===== src/logic/cpu_pkg.sv =====
/*
 * shared widths and types of the core
 * opcode, function and alu operation codes
 * reset address, register count, debug write enable
 */

package cpu_pkg;

    typedef logic [31:0] word_t;       // data word, pc or instruction
    typedef logic [4:0]  reg_addr_t;
    typedef logic [3:0]  alu_op_t;

    typedef enum logic [1:0] {
        CTRL_RUN,
        CTRL_DRAIN,
        CTRL_HALTED
    } ctrl_state_t;

    localparam alu_op_t ALU_ADD = 4'h0;
    localparam alu_op_t ALU_SUB = 4'h1;
    localparam alu_op_t ALU_AND = 4'h2;
    localparam alu_op_t ALU_OR  = 4'h3;
    localparam alu_op_t ALU_XOR = 4'h4;
    localparam alu_op_t ALU_SLT = 4'h5;
    localparam alu_op_t ALU_LUI = 4'h6;

    // primary opcodes
    localparam logic [5:0] OP_SPECIAL = 6'h00;
    localparam logic [5:0] OP_BEQ     = 6'h04;
    localparam logic [5:0] OP_BNE     = 6'h05;
    localparam logic [5:0] OP_ADDIU   = 6'h09;
    localparam logic [5:0] OP_ORI     = 6'h0d;
    localparam logic [5:0] OP_LUI     = 6'h0f;

    // function field of SPECIAL
    localparam logic [5:0] FN_BREAK = 6'h0d;   // used as halt
    localparam logic [5:0] FN_ADDU  = 6'h21;
    localparam logic [5:0] FN_SUBU  = 6'h23;
    localparam logic [5:0] FN_AND   = 6'h24;
    localparam logic [5:0] FN_OR    = 6'h25;
    localparam logic [5:0] FN_XOR   = 6'h26;
    localparam logic [5:0] FN_SLT   = 6'h2a;

    localparam word_t      RESET_PC = 32'h0000_0000;
    localparam int         NUM_REGS = 32;
    localparam logic [3:0] WEN_ALL  = 4'b1111;

endpackage


===== src/logic/stage_ctrl_if.sv =====
/*
 * pipeline control bundle
 * branch and halt status from execute, pc write and flushes from control
 */

`timescale 1ns/1ps

interface stage_ctrl_if import cpu_pkg::*; ();

    logic  branch_taken;
    word_t branch_target;
    logic  halt_seen;
    logic  pc_wr;
    logic  pc_redirect;
    logic  id_flush;       // bubble into fetch/decode register
    logic  exe_flush;      // bubble into decode/execute register

    modport ctrl (
        input  branch_taken, branch_target, halt_seen,
        output pc_wr, pc_redirect, id_flush, exe_flush
    );

    modport fetch (input pc_wr, pc_redirect, id_flush, branch_target);

    modport decode (input exe_flush);

    modport execute (output branch_taken, branch_target, halt_seen);

endinterface


===== src/logic/pipeline_control.sv =====
/*
 * run/drain/halted state machine
 * pc write, redirect and flush strobes for all stages
 */

`timescale 1ns/1ps

module pipeline_control import cpu_pkg::*; (
    input  logic          clk,
    input  logic          rst_n,
    input  logic          inst_busy,
    stage_ctrl_if.ctrl    ctrl,
    output logic          halted
);

    ctrl_state_t state;
    ctrl_state_t state_nxt;

    always_ff @(posedge clk or negedge rst_n) begin
        if (!rst_n) begin
            state <= CTRL_RUN;
        end else begin
            state <= state_nxt;
        end
    end

    // outside RUN the pc holds and both stage registers take bubbles
    always_comb begin
        state_nxt        = state;
        ctrl.pc_wr       = 1'b0;
        ctrl.pc_redirect = 1'b0;
        ctrl.id_flush    = 1'b1;
        ctrl.exe_flush   = 1'b1;
        case (state)
            CTRL_RUN: begin
                if (ctrl.halt_seen) begin
                    state_nxt = CTRL_DRAIN;     // drop everything behind the halt
                end else begin
                    ctrl.pc_redirect = ctrl.branch_taken;
                    ctrl.pc_wr       = ctrl.branch_taken | ~inst_busy;
                    ctrl.id_flush    = inst_busy | ctrl.branch_taken;
                    ctrl.exe_flush   = ctrl.branch_taken;
                end
            end
            CTRL_DRAIN: state_nxt = CTRL_HALTED;
            default: state_nxt = state;         // halted until reset
        endcase
    end

    assign halted = (state == CTRL_HALTED);

endmodule


===== src/logic/fetch_stage.sv =====
/*
 * program counter and next pc select
 * fetch/decode pipeline register
 */

`timescale 1ns/1ps

module fetch_stage import cpu_pkg::*; (
    input  logic          clk,
    input  logic          rst_n,
    stage_ctrl_if.fetch   ctrl,
    output word_t         inst_addr,
    input  word_t         inst_rdata,
    output word_t         id_pc,
    output word_t         id_instr,
    output logic          id_valid
);

    word_t pc;
    word_t pc_next;

    // predict not taken, execute redirects on a taken branch
    assign pc_next   = ctrl.pc_redirect ? ctrl.branch_target : pc + 32'd4;
    assign inst_addr = pc;

    always_ff @(posedge clk or negedge rst_n) begin
        if (!rst_n) begin
            pc <= RESET_PC;
        end else if (ctrl.pc_wr) begin
            pc <= pc_next;
        end
    end

    always_ff @(posedge clk or negedge rst_n) begin
        if (!rst_n) begin
            id_valid <= 1'b0;
        end else begin
            id_valid <= ~ctrl.id_flush;     // busy word or wrong path becomes a bubble
        end
    end

    // word and its pc only matter while id_valid is set
    always_ff @(posedge clk) begin
        if (!ctrl.id_flush) begin
            id_pc    <= pc;
            id_instr <= inst_rdata;
        end
    end

endmodule


===== src/logic/reg_file.sv =====
/*
 * 32 x 32 register file
 * two read ports, one write port, write-first bypass
 */

`timescale 1ns/1ps

module reg_file import cpu_pkg::*; (
    input  logic       clk,
    input  logic       rst_n,
    input  reg_addr_t  rs_addr,
    input  reg_addr_t  rt_addr,
    output word_t      rs_data,
    output word_t      rt_data,
    input  logic       wr_en,
    input  reg_addr_t  wr_addr,
    input  word_t      wr_data
);

    word_t regs [NUM_REGS];

    always_ff @(posedge clk or negedge rst_n) begin
        if (!rst_n) begin
            for (int i = 0; i < NUM_REGS; i++) begin
                regs[i] <= '0;
            end
        end else if (wr_en && wr_addr != '0) begin
            regs[wr_addr] <= wr_data;
        end
    end

    // a read of the register being written sees the new value
    assign rs_data = (rs_addr == '0) ? '0 :
                     (wr_en && wr_addr == rs_addr) ? wr_data : regs[rs_addr];
    assign rt_data = (rt_addr == '0) ? '0 :
                     (wr_en && wr_addr == rt_addr) ? wr_data : regs[rt_addr];

endmodule


===== src/logic/decode_stage.sv =====
/*
 * instruction decoder and immediate extension
 * register reads and the decode/execute pipeline register
 */

`timescale 1ns/1ps

module decode_stage import cpu_pkg::*; (
    input  logic          clk,
    input  logic          rst_n,
    stage_ctrl_if.decode  ctrl,
    input  word_t         id_pc,
    input  word_t         id_instr,
    input  logic          id_valid,
    output logic          ex_valid,
    output word_t         ex_pc,
    output alu_op_t       ex_alu_op,
    output word_t         ex_src_a,
    output word_t         ex_src_b,
    output reg_addr_t     ex_rs,
    output reg_addr_t     ex_rt,
    output logic          ex_use_imm,
    output word_t         ex_imm,
    output reg_addr_t     ex_dst,
    output logic          ex_reg_wr,
    output logic          ex_is_beq,
    output logic          ex_is_bne,
    output logic          ex_is_halt,
    input  logic          wb_wr_en,
    input  reg_addr_t     wb_wr_addr,
    input  word_t         wb_wr_data
);

    logic [5:0] opcode;
    logic [5:0] funct;
    reg_addr_t  rs;
    reg_addr_t  rt;
    reg_addr_t  rd;
    alu_op_t    alu_op;
    reg_addr_t  dst;
    logic       reg_wr;
    logic       use_imm;
    logic       sign_ext;
    logic       is_beq;
    logic       is_bne;
    logic       is_halt;
    word_t      imm_ext;
    word_t      rs_data;
    word_t      rt_data;

    assign opcode = id_instr[31:26];
    assign rs     = id_instr[25:21];
    assign rt     = id_instr[20:16];
    assign rd     = id_instr[15:11];
    assign funct  = id_instr[5:0];

    always_comb begin
        alu_op   = ALU_ADD;
        dst      = rd;
        reg_wr   = 1'b0;
        use_imm  = 1'b0;
        sign_ext = 1'b1;
        is_beq   = 1'b0;
        is_bne   = 1'b0;
        is_halt  = 1'b0;
        case (opcode)
            OP_SPECIAL: begin
                reg_wr = 1'b1;
                case (funct)
                    FN_ADDU: alu_op = ALU_ADD;
                    FN_SUBU: alu_op = ALU_SUB;
                    FN_AND:  alu_op = ALU_AND;
                    FN_OR:   alu_op = ALU_OR;
                    FN_XOR:  alu_op = ALU_XOR;
                    FN_SLT:  alu_op = ALU_SLT;
                    FN_BREAK: begin
                        reg_wr  = 1'b0;
                        is_halt = 1'b1;
                    end
                    default: reg_wr = 1'b0;     // unknown function runs as nop
                endcase
            end
            OP_ADDIU: begin
                dst     = rt;
                reg_wr  = 1'b1;
                use_imm = 1'b1;
            end
            OP_ORI, OP_LUI: begin
                alu_op   = (opcode == OP_LUI) ? ALU_LUI : ALU_OR;
                dst      = rt;
                reg_wr   = 1'b1;
                use_imm  = 1'b1;
                sign_ext = 1'b0;
            end
            OP_BEQ: is_beq = 1'b1;
            OP_BNE: is_bne = 1'b1;
            default: reg_wr = 1'b0;
        endcase
    end

    assign imm_ext = sign_ext ? {{16{id_instr[15]}}, id_instr[15:0]} : {16'h0, id_instr[15:0]};

    reg_file rf_i (
        .clk     (clk),
        .rst_n   (rst_n),
        .rs_addr (rs),
        .rt_addr (rt),
        .rs_data (rs_data),
        .rt_data (rt_data),
        .wr_en   (wb_wr_en),
        .wr_addr (wb_wr_addr),
        .wr_data (wb_wr_data)
    );

    always_ff @(posedge clk or negedge rst_n) begin
        if (!rst_n) begin
            ex_valid   <= 1'b0;
            ex_reg_wr  <= 1'b0;
            ex_is_beq  <= 1'b0;
            ex_is_bne  <= 1'b0;
            ex_is_halt <= 1'b0;
        end else if (ctrl.exe_flush) begin
            ex_valid   <= 1'b0;
            ex_reg_wr  <= 1'b0;
            ex_is_beq  <= 1'b0;
            ex_is_bne  <= 1'b0;
            ex_is_halt <= 1'b0;
        end else begin
            ex_valid   <= id_valid;
            ex_reg_wr  <= reg_wr & id_valid & (dst != '0);   // $zero never retires
            ex_is_beq  <= is_beq;
            ex_is_bne  <= is_bne;
            ex_is_halt <= is_halt;
        end
    end

    always_ff @(posedge clk) begin
        ex_pc      <= id_pc;
        ex_alu_op  <= alu_op;
        ex_src_a   <= rs_data;
        ex_src_b   <= rt_data;
        ex_rs      <= rs;
        ex_rt      <= rt;
        ex_use_imm <= use_imm;
        ex_imm     <= imm_ext;
        ex_dst     <= dst;
    end

endmodule


===== src/logic/execute_stage.sv =====
/*
 * operand forwarding, alu and branch resolution
 * halt detection and the writeback register
 */

`timescale 1ns/1ps

module execute_stage import cpu_pkg::*; (
    input  logic           clk,
    input  logic           rst_n,
    stage_ctrl_if.execute  ctrl,
    input  logic           ex_valid,
    input  word_t          ex_pc,
    input  alu_op_t        ex_alu_op,
    input  word_t          ex_src_a,
    input  word_t          ex_src_b,
    input  reg_addr_t      ex_rs,
    input  reg_addr_t      ex_rt,
    input  logic           ex_use_imm,
    input  word_t          ex_imm,
    input  reg_addr_t      ex_dst,
    input  logic           ex_reg_wr,
    input  logic           ex_is_beq,
    input  logic           ex_is_bne,
    input  logic           ex_is_halt,
    output logic           wb_wr_en,
    output reg_addr_t      wb_wr_addr,
    output word_t          wb_wr_data,
    output word_t          wb_pc
);

    word_t op_a;
    word_t op_rt;
    word_t op_b;
    word_t alu_res;
    logic  operands_eq;

    // only the previous instruction can be missing from the register file
    assign op_a = (wb_wr_en && wb_wr_addr == ex_rs) ? wb_wr_data : ex_src_a;
    assign op_rt = (wb_wr_en && wb_wr_addr == ex_rt) ? wb_wr_data : ex_src_b;
    assign op_b = ex_use_imm ? ex_imm : op_rt;

    always_comb begin
        case (ex_alu_op)
            ALU_SUB: alu_res = op_a - op_b;
            ALU_AND: alu_res = op_a & op_b;
            ALU_OR:  alu_res = op_a | op_b;
            ALU_XOR: alu_res = op_a ^ op_b;
            ALU_SLT: alu_res = {31'h0, $signed(op_a) < $signed(op_b)};
            ALU_LUI: alu_res = {op_b[15:0], 16'h0};
            default: alu_res = op_a + op_b;
        endcase
    end

    assign operands_eq = (op_a == op_rt);

    assign ctrl.branch_taken  = ex_valid &
                                ((ex_is_beq & operands_eq) | (ex_is_bne & ~operands_eq));
    assign ctrl.branch_target = ex_pc + 32'd4 + {ex_imm[29:0], 2'b00};   // no delay slot
    assign ctrl.halt_seen     = ex_valid & ex_is_halt;

    always_ff @(posedge clk or negedge rst_n) begin
        if (!rst_n) begin
            wb_wr_en <= 1'b0;
        end else begin
            wb_wr_en <= ex_reg_wr;      // already cleared for bubbles
        end
    end

    always_ff @(posedge clk) begin
        wb_wr_addr <= ex_dst;
        wb_wr_data <= alu_res;
        wb_pc      <= ex_pc;
    end

endmodule


===== src/logic/cpu_core.sv =====
/*
 * core top level
 * fetch, decode, execute and the pipeline control
 * golden trace debug outputs at writeback
 */

`timescale 1ns/1ps

module cpu_core import cpu_pkg::*; (
    input  logic       clk,
    input  logic       rst_n,
    output word_t      inst_addr,
    input  word_t      inst_rdata,
    input  logic       inst_busy,
    output logic       halted,
    output word_t      debug_wb_pc,
    output word_t      debug_wb_rf_wdata,
    output logic [3:0] debug_wb_rf_wen,
    output reg_addr_t  debug_wb_rf_wnum
);

    word_t     id_pc;
    word_t     id_instr;
    logic      id_valid;
    logic      ex_valid;
    word_t     ex_pc;
    alu_op_t   ex_alu_op;
    word_t     ex_src_a;
    word_t     ex_src_b;
    reg_addr_t ex_rs;
    reg_addr_t ex_rt;
    logic      ex_use_imm;
    word_t     ex_imm;
    reg_addr_t ex_dst;
    logic      ex_reg_wr;
    logic      ex_is_beq;
    logic      ex_is_bne;
    logic      ex_is_halt;
    logic      wb_wr_en;
    reg_addr_t wb_wr_addr;
    word_t     wb_wr_data;
    word_t     wb_pc;

    stage_ctrl_if ctrl_bus ();

    pipeline_control control_i (
        .clk       (clk),
        .rst_n     (rst_n),
        .inst_busy (inst_busy),
        .ctrl      (ctrl_bus.ctrl),
        .halted    (halted)
    );

    fetch_stage fetch_i (
        .clk        (clk),
        .rst_n      (rst_n),
        .ctrl       (ctrl_bus.fetch),
        .inst_addr  (inst_addr),
        .inst_rdata (inst_rdata),
        .id_pc      (id_pc),
        .id_instr   (id_instr),
        .id_valid   (id_valid)
    );

    decode_stage decode_i (
        .clk        (clk),
        .rst_n      (rst_n),
        .ctrl       (ctrl_bus.decode),
        .id_pc      (id_pc),
        .id_instr   (id_instr),
        .id_valid   (id_valid),
        .ex_valid   (ex_valid),
        .ex_pc      (ex_pc),
        .ex_alu_op  (ex_alu_op),
        .ex_src_a   (ex_src_a),
        .ex_src_b   (ex_src_b),
        .ex_rs      (ex_rs),
        .ex_rt      (ex_rt),
        .ex_use_imm (ex_use_imm),
        .ex_imm     (ex_imm),
        .ex_dst     (ex_dst),
        .ex_reg_wr  (ex_reg_wr),
        .ex_is_beq  (ex_is_beq),
        .ex_is_bne  (ex_is_bne),
        .ex_is_halt (ex_is_halt),
        .wb_wr_en   (wb_wr_en),
        .wb_wr_addr (wb_wr_addr),
        .wb_wr_data (wb_wr_data)
    );

    execute_stage execute_i (
        .clk        (clk),
        .rst_n      (rst_n),
        .ctrl       (ctrl_bus.execute),
        .ex_valid   (ex_valid),
        .ex_pc      (ex_pc),
        .ex_alu_op  (ex_alu_op),
        .ex_src_a   (ex_src_a),
        .ex_src_b   (ex_src_b),
        .ex_rs      (ex_rs),
        .ex_rt      (ex_rt),
        .ex_use_imm (ex_use_imm),
        .ex_imm     (ex_imm),
        .ex_dst     (ex_dst),
        .ex_reg_wr  (ex_reg_wr),
        .ex_is_beq  (ex_is_beq),
        .ex_is_bne  (ex_is_bne),
        .ex_is_halt (ex_is_halt),
        .wb_wr_en   (wb_wr_en),
        .wb_wr_addr (wb_wr_addr),
        .wb_wr_data (wb_wr_data),
        .wb_pc      (wb_pc)
    );

    // trace shows the write that lands in the register file this cycle
    assign debug_wb_pc       = wb_pc;
    assign debug_wb_rf_wdata = wb_wr_data;
    assign debug_wb_rf_wen   = wb_wr_en ? WEN_ALL : 4'b0000;
    assign debug_wb_rf_wnum  = wb_wr_addr;

endmodule


===== config.mk =====
export PLATFORM = sky130hd
export DESIGN_NAME = cpu_core
export DESIGN_NICKNAME = d
export VERILOG_FILES = /design/src/logic/cpu_pkg.sv /design/src/logic/stage_ctrl_if.sv /design/src/logic/pipeline_control.sv /design/src/logic/fetch_stage.sv /design/src/logic/reg_file.sv /design/src/logic/decode_stage.sv /design/src/logic/execute_stage.sv /design/src/logic/cpu_core.sv
export SDC_FILE = /design/constraint.sdc
export NUM_CORES = 2
export LEC_CHECK = 0
export BUFFER_PORTS_ARGS = -buffer_cell sky130_fd_sc_hd__buf_2
export CAP_MARGIN = 20
export CORE_MARGIN = 2
export CORE_UTILIZATION = 45
export CTS_CLUSTER_SIZE = 20
export DETAILED_ROUTE_END_ITERATION = 16
export SETUP_SLACK_MARGIN = 0.3
export SYNTH_ARGS = -nofsm -noshare
export SYNTH_HDL_FRONTEND = slang
export SYNTH_SLANG_ARGS = --single-unit

===== constraint.sdc =====
create_clock -name clk -period 20.5 [get_ports clk]
set_input_delay 3.075 -clock clk [delete_from_list [all_inputs] [get_ports clk]]
set_output_delay 3.075 -clock clk [all_outputs]
set_load 0.03 [all_outputs]

* Word level (Yosys, flattened, before mapping)
Index checks and enable logic that the tools add are counted.
Word-level totals: register bits after elaboration 1331, bits of input ports 35, output and inout bits 106
Operators by class: add/subtract/negate cells 5, order comparisons 5, eq/ne operators 26, mux-type cells 43, bitwise operators 18, reductions and logical operators 17
Operators by type and width (number):
- bitwise mux 1024 bit | 1
- two-way mux 32 bit | 11
- binary-select mux 32 bit (select 5 bit) | 2
- one-hot mux 32 bit (6 select lines) | 1
- demux 32 bit (select 5 bit) | 1
- adder 32 x 3 -> 32 bit, second input constant | 2
- adder 32 bit | 2
- == test 6 bit, second input constant | 6
- bitwise AND 32 bit | 1
- == test 32 bit | 1
- < comparator 32 bit | 1
- bitwise OR 32 bit | 1
- subtractor 32 bit | 1
- bitwise XOR 32 bit | 1
- == test 6 x 4 -> 1 bit, second input constant | 4
- == test 5 bit | 4
- two-way mux 1 bit | 19
- >= comparator 6 bit, second input constant | 3
- inverter 5 -> 6 bit | 3
- one-hot mux 3 bit (5 select lines) | 1
- == test 4 x 3 -> 1 bit, second input constant | 3
- == test 6 x 3 -> 1 bit, second input constant | 2
- logical NOT 5 bit | 2
- nonzero test 5 bit | 2
- 24 further kinds | 39

* Logic depth before layout (Yosys ltp)
depth after elaboration 12, depth in mapped cells 22, mapped depth without buffers 19

* Cells and area by module
A second synthesis with hierarchy kept.
Second synthesis, totals: cells, all modules 5497, area, all modules 71846.4 um2
Modules (own cells, without submodules):
- reg_file | times used 1, cells an instance 3775, area each 54986.5 um2, seq. area each 25624.6 um2
- execute_stage | times used 1, cells an instance 1197, area each 9517.9 um2, seq. area each 1406.3 um2
- fetch_stage | times used 1, cells an instance 313, area each 3978.8 um2, seq. area each 2747.6 um2
- decode_stage | times used 1, cells an instance 195, area each 3218.1 um2, seq. area each 2767.7 um2
- pipeline_control | times used 1, cells an instance 13, area each 115.1 um2, seq. area each 50.0 um2
- cpu_core | times used 1, cells an instance 4, area each 30.0 um2, seq. area each 0.0 um2

* Worst setup path after synthesis
No wires, ideal clock.
path type input -> register, start point input port inst_busy, end point register fetch_i.pc[3], in the netlist fetch_i.inst_addr[3], data arrival time 8.246 ns, required time 20.413 ns, slack 12.167 ns, stages 2, buffers on the path 0, cell sequence nor3_1 -> a221o_1
On the way: longest elaborated chain between the ends 4
Ends and longest elaborated chain:
- start, declared | RTL line cpu_core.sv:14 | input logic inst_busy,
- inverter 1 bit | RTL line pipeline_control.sv:40 | ctrl.pc_wr = ctrl.branch_taken | ~inst_busy;
- bitwise OR 1 bit | RTL line pipeline_control.sv:40
- two-way mux 1 bit | RTL line pipeline_control.sv:36 | if (ctrl.halt_seen) begin
- two-way mux 1 bit | RTL line pipeline_control.sv:34 | case (state)
- end signal, assigned | RTL line fetch_stage.sv:30 | pc <= pc_next;
- end, declared | RTL line fetch_stage.sv:19 | word_t pc;
No other way between the ends. A chain may end at the register's enable or synchronous reset.

* Worst setup path in the final report
start point register execute_i.wb_wr_addr[4], end point register execute_i.wb_wr_data[29]
On the way: longest elaborated chain between the ends 6
Ends and longest elaborated chain:
- start, declared | RTL line execute_stage.sv:27 | output reg_addr_t wb_wr_addr,
- start signal, assigned | RTL line execute_stage.sv:71 | wb_wr_addr <= ex_dst;
- == test 5 bit | RTL line execute_stage.sv:40 | assign op_rt = (wb_wr_en && wb_wr_addr == ex_rt) ? wb_wr_data : ex_src_b;
- logical AND 1 bit | RTL line execute_stage.sv:40
- two-way mux 32 bit | RTL line execute_stage.sv:40
- two-way mux 32 bit | RTL line execute_stage.sv:41 | assign op_b = ex_use_imm ? ex_imm : op_rt;
- adder 32 bit, or another cell as far along | RTL line execute_stage.sv:51 | default: alu_res = op_a + op_b;
- one-hot mux 32 bit (6 select lines) * | RTL line execute_stage.sv:44 | case (ex_alu_op)
- net execute_i.alu_res[29] | RTL line execute_stage.sv:35 | word_t alu_res;
- end signal, assigned | RTL line execute_stage.sv:72 | wb_wr_data <= alu_res;
- end, declared | RTL line execute_stage.sv:28 | output word_t wb_wr_data,
Mark *: on every way through the listed nets, which the timed path passes. The rest lies on a longest branch.

==> run_results.csv <==
group,metric,value,unit
run_status,status,"completed",
timing,worstMarginPinSlew,1070,ps
global_route,grt-ovfl-total,0,
floorplan,ios,141,
cts,worst_skew_pair.late_latency,800,ps
logic_synthesis,ys.warnings.count,0,
logic_synthesis,async_flop_share,0.801,
cts,htreeDepth,4,
timing,rsz0062_at_grt,"no",
cts,postCtsSetupRepairBufs,0,
hold_path,hold_class,"reg2reg",
floorplan,start_util,0.454,
detailed_routing,vias_per_cell,6.45,
setup_path,rr_endpoint,"execute_i.wb_wr_data[29]",
cts,cts_buffer_depth,3,
setup_path,critPathLaunchType,"flip-flop",
timing,max_freq,0.148,GHz
detailed_routing,wl_per_cell,30.1,µm
timing,post-route-min-period,6750,ps
logic_synthesis,syn-cell-area,72000,µm²
floorplan,rows,146,
detailed_routing,drtIter0Drc,4497,
setup_path,cp_max_fo,45,
timing,slew_headroom,0.267,
global_route,antenna_found_initial,3,
timing,drv_slew,0,
timing,setup_slack,13750,ps
logic_synthesis,syn_inst,5637,
hold_path,worstHoldStart,"fetch_i.id_pc[7]",
pwr,ir_drop,0.0878,mV
logic_synthesis,ys_seq_elements,1330,
setup_path,r2r-start,"execute_i.wb_wr_addr[4]",
floorplan,dieHeight,404,µm
finish,synthToLayoutAreaGrowth,10.8,%
cts,cts_buffers,148,
global_route,grt_usage,0.285,
detailed_routing,vias,49700,
detailed_routing,finalWirelength,232,mm
timing,whs,330,ps
floorplan,dieWidth,404,µm
detailed_routing,drc,0,
cts,clock-sinks,1330,
finish,drive_above_1_share,0.365,
placement,gp_congestion,0.928,
setup_path,reg2reg_slack,13750,ps
logic_synthesis,synth-seq-area-share,0.453,
cts,cts_resized,0,
hold_path,holdPathEnd,"decode_i.ex_pc[7]",
logic_synthesis,synth_edf_count,64,
floorplan,core,159000,µm²
cts,ctsHoldBuffers,0,
global_route,grt_pass1_wl,343,mm
placement,pre_cts_ws,13310,ps
cts,path_clk_slew,60,ps
global_route,grt_pass1_vias,49200,
placement,port_buffers,140,
timing,setup_violations,0,
cts,cts_tree,"yes",
timing,post-route-period-util,0.329,
setup_path,end_kind,"flip-flop",
cts,root_buffer,"clkbuf_16",
flow_run,drv_cap,0,
timing,finalHoldViolations,0,
detailed_routing,route.antenna.remaining_nets,0,
logic_synthesis,syn_nets,5829,
setup_path,reg2regPathDepth,20,
finish,final_nets,5707,
pwr,leakage,35.8,nW
logic_synthesis,synthFlopType,"dfrtp_1",
pwr,power,6.43,mW
pwr,power-per-cell-area,80.6,nW/µm²
placement,hpwl,138,mm
timing,tns,0,ps
global_route,grt_max_degree,162,
setup_path,cp.required,21190,ps
timing,clock_skew,31.5,ps
detailed_routing,detail_route.first_pass.iterations,5,
floorplan,dieArea,163000,µm²
setup_path,arrival,7440,ps
logic_synthesis,avgSynthCellArea,12.8,µm²
setup_path,critPathKind,"reg2reg",
logic_synthesis,ys_types,81,
hold_path,holdPathStages,0,
## report_power, final
group | total [mW] | leakage [nW] | internal [mW] | switching [mW]
clock network | 2.83 | 2.53 | 1.70 | 1.14
logic | 0.783 | 16.2 | 0.261 | 0.522
registers | 2.82 | 17.1 | 2.74 | 0.0800
total | 6.43 | 35.8 | 4.69 | 1.74
## state kept, by name (all words and copies together) (netlist names), 17 cells and up
signal and count:
decode_i.rf_i.regs 1024, decode_i.ex_pc 32, decode_i.ex_src_a 32, decode_i.ex_src_b 32, execute_i.wb_pc 32, execute_i.wb_wr_data 32
fetch_i.id_instr 32, fetch_i.id_pc 32, fetch_i.inst_addr 32, decode_i.ex_imm 17
## final cells by class
class                           count  area, µm²
Timing Repair Buffer              282       1920
Inverter                          134        503
Sequential cell                  1330      32600
Fill cell                       13700      78800
Antenna cell                        1       2.50
Tap cell                         2072       2590
Clock inverter                     44        678
Clock buffer                      226       4500
Multi-Input combinational cell   3619      37000
## logic make-up after synthesis
group,count (synthesis),synth area share
DFF,1330,0.453
adders and majority gates,157,0.0276
and+or+nand+nor,749,0.0483
buffers and inverters,688,0.0366
AOI/OAI and AO/OA,950,0.0886
muxes,1667,0.334
xor gates and xnor gates,96,0.0117
## metrics by stage
step / utilization / instance area (µm²) / instances
after floorplan: - / 72000 / 5637
after global placement: 0.470 / 74600 / 7435
after detailed placement: 0.470 / 74600 / 7435
after CTS: 0.503 / 79800 / 7705
after global routing: 0.503 / 79800 / 7707
final: 0.503 / 79800 / 7708
## layer usage
metal | vias up | GRT usage | part of all wire
li1 | 21100 | - | -
met1 | 26300 | 0.399 | 0.43
met2 | 1898 | 0.449 | 0.47
met3 | 409 | 0.0500 | 0.070
met4 | 2 | 0.0953 | 0.033
met5 | - | 0 | 0.000056
## critical path: stages (launching register included)
cell and delay, ps:
dfxtp_1 650, xnor2_1 210, nand4_1 600, nor2_4 260, buf_4 460, mux2i_1 160, o21ai_0 650, inv_1 140
ha_1 330, inv_1 50, a21oi_1 280, o211ai_1 180, a41oi_1 500, o31ai_1 140, buf_4 170, o31a_1 390
a41o_1 300, o41ai_2 510, or3_1 240, o221ai_1 120, a221oi_1 300
## Yosys cell counts, types with 17 or more instances
master | number | share of area
dfrtp_1 | 1065 | 0.37
mux2_2 | 966 | 0.15
mux4_2 | 494 | 0.15
clkbuf_1 | 444 | 0.023
nand2_1 | 251 | 0.013
nor2_1 | 220 | 0.011
mux2i_1 | 207 | 0.029
dfxtp_1 | 201 | 0.056
a21oi_1 | 199 | 0.014
o21ai_0 | 195 | 0.014
ha_1 | 154 | 0.027
inv_1 | 128 | 0.0067
a211oi_1 | 109 | 0.011
o22ai_1 | 79 | 0.0069
buf_1 | 78 | 0.0041
edfxtp_1 | 64 | 0.027
a221o_1 | 59 | 0.0082
xnor2_1 | 53 | 0.0064
nand3_1 | 51 | 0.0035
a221oi_1 | 44 | 0.0054
nor3_1 | 44 | 0.0031
xor2_1 | 43 | 0.0052
o221ai_1 | 36 | 0.0044
o211ai_1 | 35 | 0.0036
a21o_1 | 32 | 0.0033
nand2b_1 | 28 | 0.0024
buf_2 | 26 | 0.0018
and3_1 | 24 | 0.0021
or3_1 | 24 | 0.0021
a22oi_1 | 22 | 0.0023
or2_2 | 18 | 0.0016
a21boi_0 | 17 | 0.0018
## how the worst max path moves through the flow
stage,start,endpoint,slack (ps),depth (start not counted)
final,execute_i.wb_wr_addr[4],execute_i.wb_wr_data[29],13750,20
after global routing,execute_i.wb_wr_addr[4],execute_i.wb_wr_data[29],13210,20
after CTS,execute_i.wb_wr_addr[4],execute_i.wb_wr_data[29],13910,20
after detailed placement,rst_n,decode_i.rf_i.regs[322],13310,5
after global placement,rst_n,decode_i.rf_i.regs[258],13320,5
after floorplan,inst_busy,fetch_i.inst_addr[3],12170,2
## placed cells by master, fill, tap and decap left out, types with 131 or more instances in the layout
master / count
dfxtp_1: 200
mux2i_1: 207
a21oi_1: 198
clkbuf_16: 154
nand2_1: 233
buf_2: 139
o21ai_0: 195
buf_4: 131
mux2_2: 966
ha_1: 154
mux4_2: 494
nor2_1: 202
dfrtp_1: 1065
No activity file was read; power rests on OpenSTA's default activity.
